==> config.mk <==
export PLATFORM = sky130hd
export DESIGN_NAME = i3c_flow_top
export DESIGN_NICKNAME = d
export VERILOG_FILES = /design/src/source/i3c_flow_pkg.sv /design/src/source/i3c_flow_top.sv /design/src/source/resp_writer.sv /design/src/source/i2c_fmt_writer.sv /design/src/source/flow_sequencer.sv /design/src/source/dat_reader.sv /design/src/source/cmd_decoder.sv
export VERILOG_INCLUDE_DIRS = /design/src /design/src/source
export SDC_FILE = /design/constraint.sdc
export NUM_CORES = 1
export LEC_CHECK = 0
export BUFFER_PORTS_ARGS = -buffer_cell sky130_fd_sc_hd__buf_2
export CAP_MARGIN = 20
export CORE_ASPECT_RATIO = 2
export CORE_MARGIN = 3
export CORE_UTILIZATION = 43
export DETAILED_ROUTE_END_ITERATION = 8
export GPL_TIMING_DRIVEN = 0
export PLACE_DENSITY = 0.83
export SKIP_CTS_REPAIR_TIMING = 1
export SYNTH_ARGS = -nofsm -noshare
export SYNTH_HDL_FRONTEND = slang
export SYNTH_SLANG_ARGS = --single-unit
==> constraint.sdc <==
create_clock -name clk_i -period 3.7 [get_ports clk_i]
set_input_delay 0.555 -clock clk_i [delete_from_list [all_inputs] [get_ports clk_i]]
set_output_delay 0.555 -clock clk_i [all_outputs]
set_load 0.02 [all_outputs]
==> src/source/i3c_flow_settings.svh <==
// ####################################################################
// Widths and bit positions for the I3C active flow
// ####################################################################
`ifndef I3C_FLOW_SETTINGS_SVH
`define I3C_FLOW_SETTINGS_SVH

// Queue and table widths
`define CMD_W 64
`define RESP_W 32
`define DAT_W 64
`define DAT_IDX_W 5
`define BYTE_W 8

// Command descriptor fields
`define CMD_ATTR 2:0
`define CMD_TID 6:3
`define CMD_DEV_IDX 20:16
`define CMD_DTT 25:23
`define CMD_RNW 29
`define CMD_TOC 31
`define CMD_BYTE1 39:32
`define CMD_BYTE2 47:40
`define CMD_BYTE3 55:48
`define CMD_BYTE4 63:56

// DAT entry fields
`define DAT_ADDR_LSB 0
`define DAT_LEGACY_BIT 31

// First dtt code carrying a defining byte
`define DTT_DEF_BYTE_MIN 5

`endif
==> src/source/i3c_flow_pkg.sv <==
// ####################################################################
// Shared enums for the I3C active flow
// ####################################################################
package i3c_flow_pkg;

  // Command attribute in the low three descriptor bits
  typedef enum logic [2:0] {
    CmdRegular    = 3'd0,
    CmdImmediate  = 3'd1,
    CmdAddrAssign = 3'd2,
    CmdCombo      = 3'd3,
    // 4..6 reserved
    CmdInternal   = 3'd7
  } cmd_attr_e;

  // Response status field
  typedef enum logic [3:0] {
    RespSuccess     = 4'd0,
    // Anything outside immediate I2C writes
    RespUnsupported = 4'd12
  } resp_err_e;

  // Transfer sequencer states
  typedef enum logic [2:0] {
    // Parked until enabled
    Idle,
    // Command queue open
    WaitCmd,
    // DAT read in flight
    FetchDat,
    // Bytes going to the I2C format FIFO
    I2cWriteImm,
    // Response descriptor waiting for the queue
    WriteResp
  } flow_state_e;

endpackage

==> src/source/i3c_flow_top.sv <==
// ####################################################################
// Active flow top level wiring the decoder through the response queue
// ####################################################################
`timescale 1ns/1ps
`include "i3c_flow_settings.svh"

module i3c_flow_top
  import i3c_flow_pkg::*;
(
  input  logic                  clk_i,
  input  logic                  rst_ni,
  input  logic                  enable_i,
  output logic                  idle_o,
  // Command queue
  input  logic                  cmd_valid_i,
  input  logic [`CMD_W-1:0]     cmd_data_i,
  output logic                  cmd_ready_o,
  // DAT port
  output logic                  dat_rd_o,
  output logic [`DAT_IDX_W-1:0] dat_idx_o,
  input  logic [`DAT_W-1:0]     dat_rdata_i,
  // I2C format FIFO
  output logic                  fmt_valid_o,
  input  logic                  fmt_ready_i,
  output logic [`BYTE_W-1:0]    fmt_byte_o,
  output logic                  fmt_start_o,
  output logic                  fmt_stop_o,
  // Response queue
  output logic                  resp_valid_o,
  input  logic                  resp_ready_i,
  output logic [`RESP_W-1:0]    resp_data_o
);

  logic                    wait_cmd, cmd_taken, rnw, toc, def_byte;
  logic [`DAT_IDX_W-1:0]   dev_idx;
  logic [3:0]              tid;
  cmd_attr_e               attr;
  logic [2:0]              data_cnt;
  logic [3:0][`BYTE_W-1:0] imm_bytes;
  logic                    fetch, entry_valid, legacy;
  logic [6:0]              static_addr;
  logic                    xfer_start, fmt_done, resp_req, resp_done;
  resp_err_e               resp_err;

  cmd_decoder cmd_decoder_i (
    .clk_i, .rst_ni, .cmd_valid_i, .cmd_data_i, .cmd_ready_o,
    .wait_cmd_i  (wait_cmd),   .cmd_taken_o (cmd_taken), .dev_idx_o  (dev_idx),
    .tid_o       (tid),        .attr_o      (attr),      .rnw_o      (rnw),
    .toc_o       (toc),        .data_cnt_o  (data_cnt),  .def_byte_o (def_byte),
    .imm_bytes_o (imm_bytes)
  );

  dat_reader dat_reader_i (
    .clk_i, .rst_ni, .fetch_i (fetch), .dev_idx_i (dev_idx),
    .dat_rd_o, .dat_idx_o, .dat_rdata_i,
    .entry_valid_o (entry_valid), .static_addr_o (static_addr), .legacy_o (legacy)
  );

  flow_sequencer flow_sequencer_i (
    .clk_i, .rst_ni, .enable_i,
    .cmd_taken_i   (cmd_taken),   .attr_i      (attr),      .rnw_i        (rnw),
    .entry_valid_i (entry_valid), .legacy_i    (legacy),    .fmt_done_i   (fmt_done),
    .resp_done_i   (resp_done),   .wait_cmd_o  (wait_cmd),  .fetch_o      (fetch),
    .xfer_start_o  (xfer_start),  .resp_req_o  (resp_req),  .resp_err_o   (resp_err),
    .idle_o
  );

  i2c_fmt_writer i2c_fmt_writer_i (
    .clk_i, .rst_ni,
    .xfer_start_i (xfer_start), .static_addr_i (static_addr), .data_cnt_i (data_cnt),
    .def_byte_i   (def_byte),   .toc_i         (toc),         .imm_bytes_i (imm_bytes),
    .fmt_valid_o, .fmt_ready_i, .fmt_byte_o, .fmt_start_o, .fmt_stop_o,
    .fmt_done_o   (fmt_done)
  );

  resp_writer resp_writer_i (
    .clk_i, .rst_ni,
    .resp_req_i (resp_req), .resp_err_i (resp_err), .tid_i (tid),
    .resp_valid_o, .resp_ready_i, .resp_data_o,
    .resp_done_o (resp_done)
  );

endmodule

==> src/source/resp_writer.sv <==
// ####################################################################
// Response descriptor build and handshake
// ####################################################################
`timescale 1ns/1ps
`include "i3c_flow_settings.svh"

module resp_writer
  import i3c_flow_pkg::*;
(
  input  logic               clk_i,
  input  logic               rst_ni,
  input  logic               resp_req_i,
  input  resp_err_e          resp_err_i,
  input  logic [3:0]         tid_i,
  output logic               resp_valid_o,
  input  logic               resp_ready_i,
  output logic [`RESP_W-1:0] resp_data_o,
  output logic               resp_done_o
);

  logic       valid_q;
  resp_err_e  status_q;
  logic [3:0] tid_q;

  // Valid stays up until the queue takes it
  always_ff @(posedge clk_i or negedge rst_ni) begin
    if (!rst_ni) begin
      valid_q <= 1'b0;
    end else if (resp_req_i) begin
      valid_q <= 1'b1;
    end else if (resp_done_o) begin
      valid_q <= 1'b0;
    end
  end

  always_ff @(posedge clk_i) begin
    if (resp_req_i) begin
      status_q <= resp_err_i;
      tid_q    <= tid_i;
    end
  end

  // Status, tid, reserved byte, zero data length
  assign resp_data_o  = {status_q, tid_q, 8'h00, 16'h0000};
  assign resp_valid_o = valid_q;
  assign resp_done_o  = valid_q & resp_ready_i;

endmodule

==> src/source/i2c_fmt_writer.sv <==
// ####################################################################
// Byte sequencing toward the I2C format FIFO
// ####################################################################
`timescale 1ns/1ps
`include "i3c_flow_settings.svh"

module i2c_fmt_writer (
  input  logic                    clk_i,
  input  logic                    rst_ni,
  input  logic                    xfer_start_i,
  input  logic [6:0]              static_addr_i,
  input  logic [2:0]              data_cnt_i,
  input  logic                    def_byte_i,
  input  logic                    toc_i,
  input  logic [3:0][`BYTE_W-1:0] imm_bytes_i,
  output logic                    fmt_valid_o,
  input  logic                    fmt_ready_i,
  output logic [`BYTE_W-1:0]      fmt_byte_o,
  output logic                    fmt_start_o,
  output logic                    fmt_stop_o,
  output logic                    fmt_done_o
);

  logic       active_q;
  logic [2:0] cnt_q;
  logic [1:0] sel;
  logic       last;
  logic       fire;

  // Address byte is slot 0 and data bytes follow
  assign last = (cnt_q == data_cnt_i);
  assign fire = active_q & fmt_ready_i;

  always_ff @(posedge clk_i or negedge rst_ni) begin
    if (!rst_ni) begin
      active_q <= 1'b0;
      cnt_q    <= '0;
    end else if (xfer_start_i) begin
      active_q <= 1'b1;
      cnt_q    <= '0;
    end else if (fire) begin
      // Counter holds under back-pressure
      if (last) begin
        active_q <= 1'b0;
      end else begin
        cnt_q <= cnt_q + 3'd1;
      end
    end
  end

  // Defining byte skips data byte 1
  assign sel = cnt_q[1:0] + {1'b0, def_byte_i} - 2'd1;

  always_comb begin
    if (cnt_q == 3'd0) begin
      // Write direction with the R/W bit low
      fmt_byte_o = {static_addr_i, 1'b0};
    end else begin
      fmt_byte_o = imm_bytes_i[sel];
    end
  end

  assign fmt_valid_o = active_q;
  assign fmt_start_o = (cnt_q == 3'd0);
  assign fmt_stop_o  = last & toc_i;
  assign fmt_done_o  = fire & last;

endmodule

==> src/source/flow_sequencer.sv <==
// ####################################################################
// Transfer state machine routing each command
// ####################################################################
`timescale 1ns/1ps

module flow_sequencer
  import i3c_flow_pkg::*;
(
  input  logic      clk_i,
  input  logic      rst_ni,
  input  logic      enable_i,
  input  logic      cmd_taken_i,
  input  cmd_attr_e attr_i,
  input  logic      rnw_i,
  input  logic      entry_valid_i,
  input  logic      legacy_i,
  input  logic      fmt_done_i,
  input  logic      resp_done_i,
  output logic      wait_cmd_o,
  output logic      fetch_o,
  output logic      xfer_start_o,
  output logic      resp_req_o,
  output resp_err_e resp_err_o,
  output logic      idle_o
);

  flow_state_e state_q;
  flow_state_e state_d;
  logic        supported;

  // Only immediate writes to legacy I2C targets go on the bus
  assign supported = (attr_i == CmdImmediate) & ~rnw_i & legacy_i;

  always_comb begin
    state_d      = state_q;
    fetch_o      = 1'b0;
    xfer_start_o = 1'b0;
    resp_req_o   = 1'b0;
    unique case (state_q)
      Idle: begin
        if (enable_i) begin
          state_d = WaitCmd;
        end
      end
      WaitCmd: begin
        if (cmd_taken_i) begin
          fetch_o = 1'b1;
          state_d = FetchDat;
        end
      end
      FetchDat: begin
        // Single routing decision when the entry returns
        if (entry_valid_i) begin
          if (supported) begin
            xfer_start_o = 1'b1;
            state_d      = I2cWriteImm;
          end else begin
            resp_req_o = 1'b1;
            state_d    = WriteResp;
          end
        end
      end
      I2cWriteImm: begin
        if (fmt_done_i) begin
          resp_req_o = 1'b1;
          state_d    = WriteResp;
        end
      end
      WriteResp: begin
        if (resp_done_i) begin
          state_d = Idle;
        end
      end
      default: state_d = Idle;
    endcase
  end

  always_ff @(posedge clk_i or negedge rst_ni) begin
    if (!rst_ni) begin
      state_q <= Idle;
    end else begin
      state_q <= state_d;
    end
  end

  // Status only differs by the state raising the request
  assign resp_err_o = (state_q == I2cWriteImm) ? RespSuccess : RespUnsupported;
  assign wait_cmd_o = (state_q == WaitCmd);
  assign idle_o     = (state_q == Idle) | (state_q == WaitCmd);

endmodule

==> src/source/dat_reader.sv <==
// ####################################################################
// DAT read strobe and entry capture
// ####################################################################
`timescale 1ns/1ps
`include "i3c_flow_settings.svh"

module dat_reader (
  input  logic                  clk_i,
  input  logic                  rst_ni,
  input  logic                  fetch_i,
  input  logic [`DAT_IDX_W-1:0] dev_idx_i,
  output logic                  dat_rd_o,
  output logic [`DAT_IDX_W-1:0] dat_idx_o,
  input  logic [`DAT_W-1:0]     dat_rdata_i,
  output logic                  entry_valid_o,
  output logic [6:0]            static_addr_o,
  output logic                  legacy_o
);

  logic              rd_q;
  logic              rd_dly_q;
  logic [`DAT_W-1:0] entry_q;
  logic [`DAT_W-1:0] entry;

  // Strobe one cycle after fetch, then its delayed copy marks returned data
  always_ff @(posedge clk_i or negedge rst_ni) begin
    if (!rst_ni) begin
      rd_q     <= 1'b0;
      rd_dly_q <= 1'b0;
    end else begin
      rd_q     <= fetch_i;
      rd_dly_q <= rd_q;
    end
  end

  assign dat_rd_o  = rd_q;
  assign dat_idx_o = dev_idx_i;

  always_ff @(posedge clk_i) begin
    if (rd_dly_q) begin
      entry_q <= dat_rdata_i;
    end
  end

  // Returned data is visible in its arrival cycle for the routing decision
  assign entry_valid_o = rd_dly_q;
  assign entry         = rd_dly_q ? dat_rdata_i : entry_q;
  assign static_addr_o = entry[`DAT_ADDR_LSB +: 7];
  assign legacy_o      = entry[`DAT_LEGACY_BIT];

endmodule

==> src/source/cmd_decoder.sv <==
// ####################################################################
// Command intake and descriptor field decode
// ####################################################################
`timescale 1ns/1ps
`include "i3c_flow_settings.svh"

module cmd_decoder
  import i3c_flow_pkg::*;
(
  input  logic                            clk_i,
  input  logic                            rst_ni,
  input  logic                            cmd_valid_i,
  input  logic [`CMD_W-1:0]               cmd_data_i,
  output logic                            cmd_ready_o,
  input  logic                            wait_cmd_i,
  output logic                            cmd_taken_o,
  output logic [`DAT_IDX_W-1:0]           dev_idx_o,
  output logic [3:0]                      tid_o,
  output cmd_attr_e                       attr_o,
  output logic                            rnw_o,
  output logic                            toc_o,
  output logic [2:0]                      data_cnt_o,
  output logic                            def_byte_o,
  output logic [3:0][`BYTE_W-1:0]         imm_bytes_o
);

  logic [`CMD_W-1:0] desc_q;
  logic [2:0]        dtt;

  // Queue only open while the sequencer waits for a command
  assign cmd_ready_o = wait_cmd_i;
  assign cmd_taken_o = cmd_valid_i & wait_cmd_i;

  // Descriptor held until the next accepted command
  always_ff @(posedge clk_i or negedge rst_ni) begin
    if (!rst_ni) begin
      desc_q <= '0;
    end else if (cmd_taken_o) begin
      desc_q <= cmd_data_i;
    end
  end

  // Generic fields
  assign dev_idx_o = desc_q[`CMD_DEV_IDX];
  assign tid_o     = desc_q[`CMD_TID];
  assign attr_o    = cmd_attr_e'(desc_q[`CMD_ATTR]);
  assign rnw_o     = desc_q[`CMD_RNW];
  assign toc_o     = desc_q[`CMD_TOC];

  // dtt 5..7 means defining byte plus dtt-5 data bytes
  assign dtt        = desc_q[`CMD_DTT];
  assign def_byte_o = (dtt >= `DTT_DEF_BYTE_MIN);
  assign data_cnt_o = def_byte_o ? dtt - 3'(`DTT_DEF_BYTE_MIN) : dtt;

  // Immediate payload with entry 0 as data byte 1
  assign imm_bytes_o[0] = desc_q[`CMD_BYTE1];
  assign imm_bytes_o[1] = desc_q[`CMD_BYTE2];
  assign imm_bytes_o[2] = desc_q[`CMD_BYTE3];
  assign imm_bytes_o[3] = desc_q[`CMD_BYTE4];

endmodule

; Yosys cells after proc, flatten, opt, wreduce, memory -nomap -nowiden
; Cells that the tools add are included.
[classes]
n_eq_ne = 12
order_cmp = 2
bitwise_logic = 9
n_reduce_logical = 8
muxes = 30
add_sub_neg = 4
[ops]
columns = operator, n
row1 = 32-bit two-way mux, 1
row2 = 3-bit two-way mux, 10
row3 = 8-bit binary-select mux with 2-bit select, 1
row4 = 8-bit two-way mux, 2
row5 = 3-bit case mux with 5 select lines, 1
row6 = 1-bit two-way mux, 13
row7 = "2-bit inequality test, second input constant", 4
row8 = 1-bit bitwise AND, 7
row9 = "3-bit by 1-bit == test with 1-bit output, second input constant", 2
row10 = "3-bit by 2-bit == test with 1-bit output, second input constant", 2
row11 = 3-bit logical NOT, 2
row12 = 2-bit nonzero test, 3
row13 = 5-bit AND reduction, 1
row14 = 4-bit two-way mux, 1
row15 = "2-bit by 1-bit inequality test with 1-bit output, second input constant", 2
row16 = 2-bit AND reduction, 2
row17 = "3-bit by 1-bit adder with 3-bit output, second input constant", 1
row18 = 3-bit == test, 1
row19 = "3-bit == test, second input constant", 1
row20 = "3-bit >= comparator, second input constant", 1
row21 = "2-bit by 3-bit < comparator with 1-bit output, second input constant", 1
row22 = "3-bit subtractor, second input constant", 1
row23 = 2-bit by 1-bit adder with 2-bit output, 1
row24 = 1-bit case mux with 2 select lines, 1
row25 = 3 further kinds, 3
[word_totals]
inputBits = 134
elab_cells = 76
ff_bits = 114
output_inout_bits = 52

; Longest topological paths before layout
[logic_depth]
depth_word = 8
ltp_mapped = 7
depth_no_buf = 7

; Modules after synthesis
; Synthesis repeated with hierarchy kept, for this count alone.
[hier_totals]
cells_unflattened = 309
area_unflattened_um2 = 4249.1
[modules_own_cells]
columns = module, instances, seq_area_each_um2, cells_each, area_per_inst_um2
row1 = cmd_decoder, 1, 1226.2, 163, 2449.8
row2 = i2c_fmt_writer, 1, 100.1, 53, 660.6
row3 = resp_writer, 1, 265.3, 37, 467.9
row4 = dat_reader, 1, 210.2, 24, 379.1
row5 = flow_sequencer, 1, 75.1, 32, 291.5

; Worst setup path before layout
; OpenSTA, ideal clock, no wires.
[synth_path]
path_type = reg-to-output
start = register cmd_decoder_i.desc_q[24]
end = output port fmt_byte_o[1]
required_time_ns = 3.145
path_buffers = 1
arrival_ns = 2.307
slack_ns = 0.838
stages_incl_launch_ff = 8
path_cell_list = dfrtp_1 > inv_1 > ha_1 > o21ai_2 > ha_1 > buf_1 > mux4_2 > mux2_2
[synth_via]
elab_chain_len = 6
[synth_rtl]
columns = element, line
row1 = "start, declared", cmd_decoder.sv:27  ; logic [`CMD_W-1:0] desc_q;
row2 = "start signal, assigned", cmd_decoder.sv:39  ; desc_q <= cmd_data_i;
row3 = 3-bit >= comparator (no source line), --
row4 = 2-bit by 1-bit adder with 2-bit output, i2c_fmt_writer.sv:52  ; assign sel = cnt_q[1:0] + {1'b0, def_byte_i} - 2'd1;
row5 = 2-bit by 1-bit subtractor with 2-bit output, i2c_fmt_writer.sv:52
row6 = 8-bit binary-select mux with 2-bit select, i2c_fmt_writer.sv:59  ; fmt_byte_o = imm_bytes_i[sel];
row7 = 8-bit two-way mux (implied by the code), i2c_fmt_writer.sv:59
row8 = 8-bit two-way mux, i2c_fmt_writer.sv:55  ; if (cnt_q == 3'd0) begin
row9 = "end, declared", i3c_flow_top.sv:25  ; output logic [`BYTE_W-1:0] fmt_byte_o,
; No other way between the ends. The select of a mux whose other input is x is not followed.

; Final worst setup path
[layout_path]
start = register cmd_decoder_i.desc_q[24]
end = output port fmt_byte_o[2]
; The elaborated chain is that of the path after synthesis.

==> summary by stage <==
Outcome
The flow ran to the end, and the final reports show no timing, DRC or antenna violations.

Final layout
Leaving out fill and tap cells, the most frequent cell in the layout is buf_2. Compared with the post-synthesis result, the final layout area differs by 28.2%. In the layout the commonest cells are buf_2 (96), mux2_2 (63), dfrtp_1 (59), buf_4 (32), conb_1 (26). The number of antenna diodes in the final layout is 0. The net count of the finished layout is ~530. The share of cells above drive strength 1 is 56.3%.

Detailed routing
In this run, the number of DRC markers left after iteration 0 of detailed routing was 114. The number of optimization iterations in the first detailed-route pass is 4. The aggregate routed wire length is about 7600 um. The final antenna-violating net count is 0. The DRC violation count after routing is 0. The average routed wire per standard cell is ~16 um. The final route contains around 2400 vias.

The average via count per standard cell is between 4 and 5.

Critical path
By instance count, the cell type seen most on the critical path is ha_1. The critical path's slowest cell is ha_1. Grouping stages by cell kind, the critical path spends the most delay in multiplexers.

The endpoint required time on the critical path is around 3100 ps. The critical path goes through inv_1, ha_1, o21ai_2, ha_1, mux4_2, mux2_2, buf_2. The minimum setup slack among reg-to-reg paths is ~1100 ps.

The worst setup path is of the reg -> out kind. The worst setup path is captured at an output port. The number of buffer and inverter stages on the critical path is 2. The arrival time at the worst endpoint is around 2800 ps. The critical-path maximum fanout is 8.

The largest single stage delay on the critical path is around 620 ps. The kind of launch point of the worst setup path is a register.

Floorplanning
The floorplan step set the die width to around 69 um. The area of the placeable core is slightly below 8000 um^2. The die covers ~9200 um^2.

The initial utilization of the core area, before any placement, comes to 44.7%. The die extent in y is around 130 um. The I/O pin count is between 150 and 200. The floorplan has 45 rows.

Placed design
At the placement stage, the worst setup path has a slack of approximately 410 ps. The count of buffers added on input and output ports is approximately 90. The HPWL after detailed placement is roughly 6000 um. At the end of routability-driven placement, the weighted congestion stood at 0.917.

Logic synthesis
The prevailing post-synth register cell is dfrtp_1. In this run, synthesis produced a sequential element count of between 70 and 80. For this run, asynchronously set or reset flops after synthesis account for between 80% and 90%. For this run, the register share of the synthesized area comes to between 50% and 60%. Synthesis produced 262 cells. The number of enable-type register cells in the synthesized netlist is 5. After synthesis, the mean cell area works out to approximately 13 um^2. The cell area after technology mapping is between 3000 and 4000 um^2. The Yosys step of the flow raised 0 warnings. The count of unique library cells instantiated by Yosys is 38.

CTS
The number of buffers inserted during clock tree synthesis is 9. The TritonCTS clock tree is built. Clock-pin slew was measured on the worst setup and hold paths at approximately 60 ps.

The H-tree depth is 3. The tree is rooted in a clkbuf_16. The clock sink count is 72. The number of buffers on the longest clock path is 2. The clock reaches the later pin of the worst-skew pair after about 330 ps.

Global route
The maximum number of pins on one net before global-route repair is 35. The first global-routing pass estimated between 10000 and 15000 um of wire. The total global routing overflow is 0. The number of global-route vias before repair is around 2500.

The overall global routing resource usage is between 10% and 20%. The initial antenna violation count was 0.

STA
The setup-violating endpoint count in the final report is 0. The clock tree skew after final layout is around 6.2 ps. Setup slack closes at ~310 ps. Measured against its own limit, the worst slew margin works out to between 50% and 60%.

Setup repair after global routing left no endpoint under its margin. Based on the critical path, the design can be clocked at up to about 300 MHz. The shortest period the worst path allows is approximately 3400 ps. The number of max-slew violations in the final report is 0.

The slew at the pin closest to its max-slew limit is approximately 600 ps. The share of the cycle needed by the critical path after routing is slightly above 90%. The number of failing hold endpoints at the final stage is 0.

The setup total negative slack is 0 ps.

Power and ir drop
For this design the static power due to leakage is approximately 0.0023 uW. The internal power is between 1000 and 1500 uW. For this design the ratio of total power to cell area is approximately 390 nW/um^2.

Combinational cells account for under 10% of the total power. In this run switching power makes up 21.8% of total power. The power share of the clock group is around 49%. Sequential cells account for ~46% of the total power. IR analysis of the VDD net gives a maximum drop of 0.358 mV. In this run the power spent charging and discharging nets is around 380 uW.

Job
The tool flagged a number of max-cap violations equal to 0.

Worst hold path
The worst min-delay path category is in -> async.
worst paths after layout:
check	startpoint	endpoint	cells past startpoint
min in group clk_i	dat_reader_i.dat_rd_o	dat_reader_i.entry_valid_o	0
max	cmd_decoder_i.desc_q[24]	fmt_byte_o[2]	7
min reg2reg	dat_reader_i.dat_rd_o	dat_reader_i.entry_valid_o	0
max reg2reg	cmd_decoder_i.desc_q[24]	resp_writer_i.status_q[2]	7
max in group asynchronous	rst_ni	cmd_decoder_i.desc_q[6]	2
min	rst_ni	cmd_decoder_i.desc_q[45]	1
registers in the layout, indices dropped and copies added (netlist names):
signal and flops:
i2c_fmt_writer_i.cnt_q 3, resp_writer_i.resp_valid_o 1, dat_reader_i.dat_rd_o 1, dat_reader_i.entry_q 8
i2c_fmt_writer_i.fmt_valid_o 1, flow_sequencer_i.state_q 3, dat_reader_i.entry_valid_o 1, resp_writer_i.status_q 1
cmd_decoder_i.desc_q 49, resp_writer_i.tid_q 4
kinds of logic (layout without fill, tap and decap cells):
group / count (synthesis) / count (layout) / synth area share, %
multiplexers: 71 / 71 / 25.8
XOR/XNOR: 3 / 3 / 0.762
AO/OA/AOI/OAI: 24 / 24 / 5.19
AND/OR/NAND/NOR: 35 / 35 / 5.22
other: 1 / 26 / 0.109
adder cells (fa/ha/maj): 5 / 5 / 1.81
buffers and inverters: 51 / 155 / 9.32
flip-flops: 72 / 72 / 51.8
routing by layer:
metal	up-vias	wire length (um)	share of wire [%]	GRT usage, %
li1	1120	-	-	-
met5	-	0	0	0
met3	9	440	5.8	3.27
met1	1148	2870	38	18.6
met2	90	4170	55	31.6
met4	0	148	1.9	7.50
area by class of cell:
| type | instances | area, um^2 |
|---|---|---|
| well taps | 94 | 118 |
| inverters | 9 | 33.8 |
| flip-flops and latches | 72 | 1790 |
| clock buffers | 9 | 225 |
| fillers | 635 | 3290 |
| multi-input cells | 164 | 1440 |
| clock inverters | 7 | 72.6 |
| repair buffers | 89 | 460 |
| plain buffers | 41 | 284 |
cells in the mapped netlist (4+ instances only):
library cell / n / area, um^2
and2_1: 5 / 31.3
buf_2: 8 / 40.0
buf_4: 32 / 240
dfrtp_1: 59 / 1480
dfxtp_1: 8 / 160
edfxtp_1: 5 / 150
ha_1: 5 / 62.6
inv_1: 9 / 33.8
mux2_2: 63 / 709
mux4_2: 8 / 180
nand2_1: 13 / 48.8
nand3_1: 4 / 20.0
o21ai_0: 6 / 30.0
stage by stage:
stage / hold slack (ps) / util, % / instances / power (uW) / area (um^2)
2_1_floorplan: 259 / - / 287 / 852 / 3540
3_3_place_gp: 383 / 53.2 / 469 / 898 / 4100
3_5_place_dp: 390 / 53.4 / 470 / 902 / 4120
4_1_cts: 264 / 57.3 / 486 / 1750 / 4420
5_1_grt: 278 / 57.3 / 485 / 1800 / 4420
6_report: 246 / 57.3 / 485 / 1740 / 4420
power groups by stage:
stage	Clock [uW]	Combinational, uW	Sequential, uW
floorplan	0	44.7	808
global placement	0	90.3	808
detailed placement	0	94.3	808
CTS	864	94.5	793
global route	902	103	792
finish	848	94.0	793
Note: power is estimated with default switching activity, not from simulation.
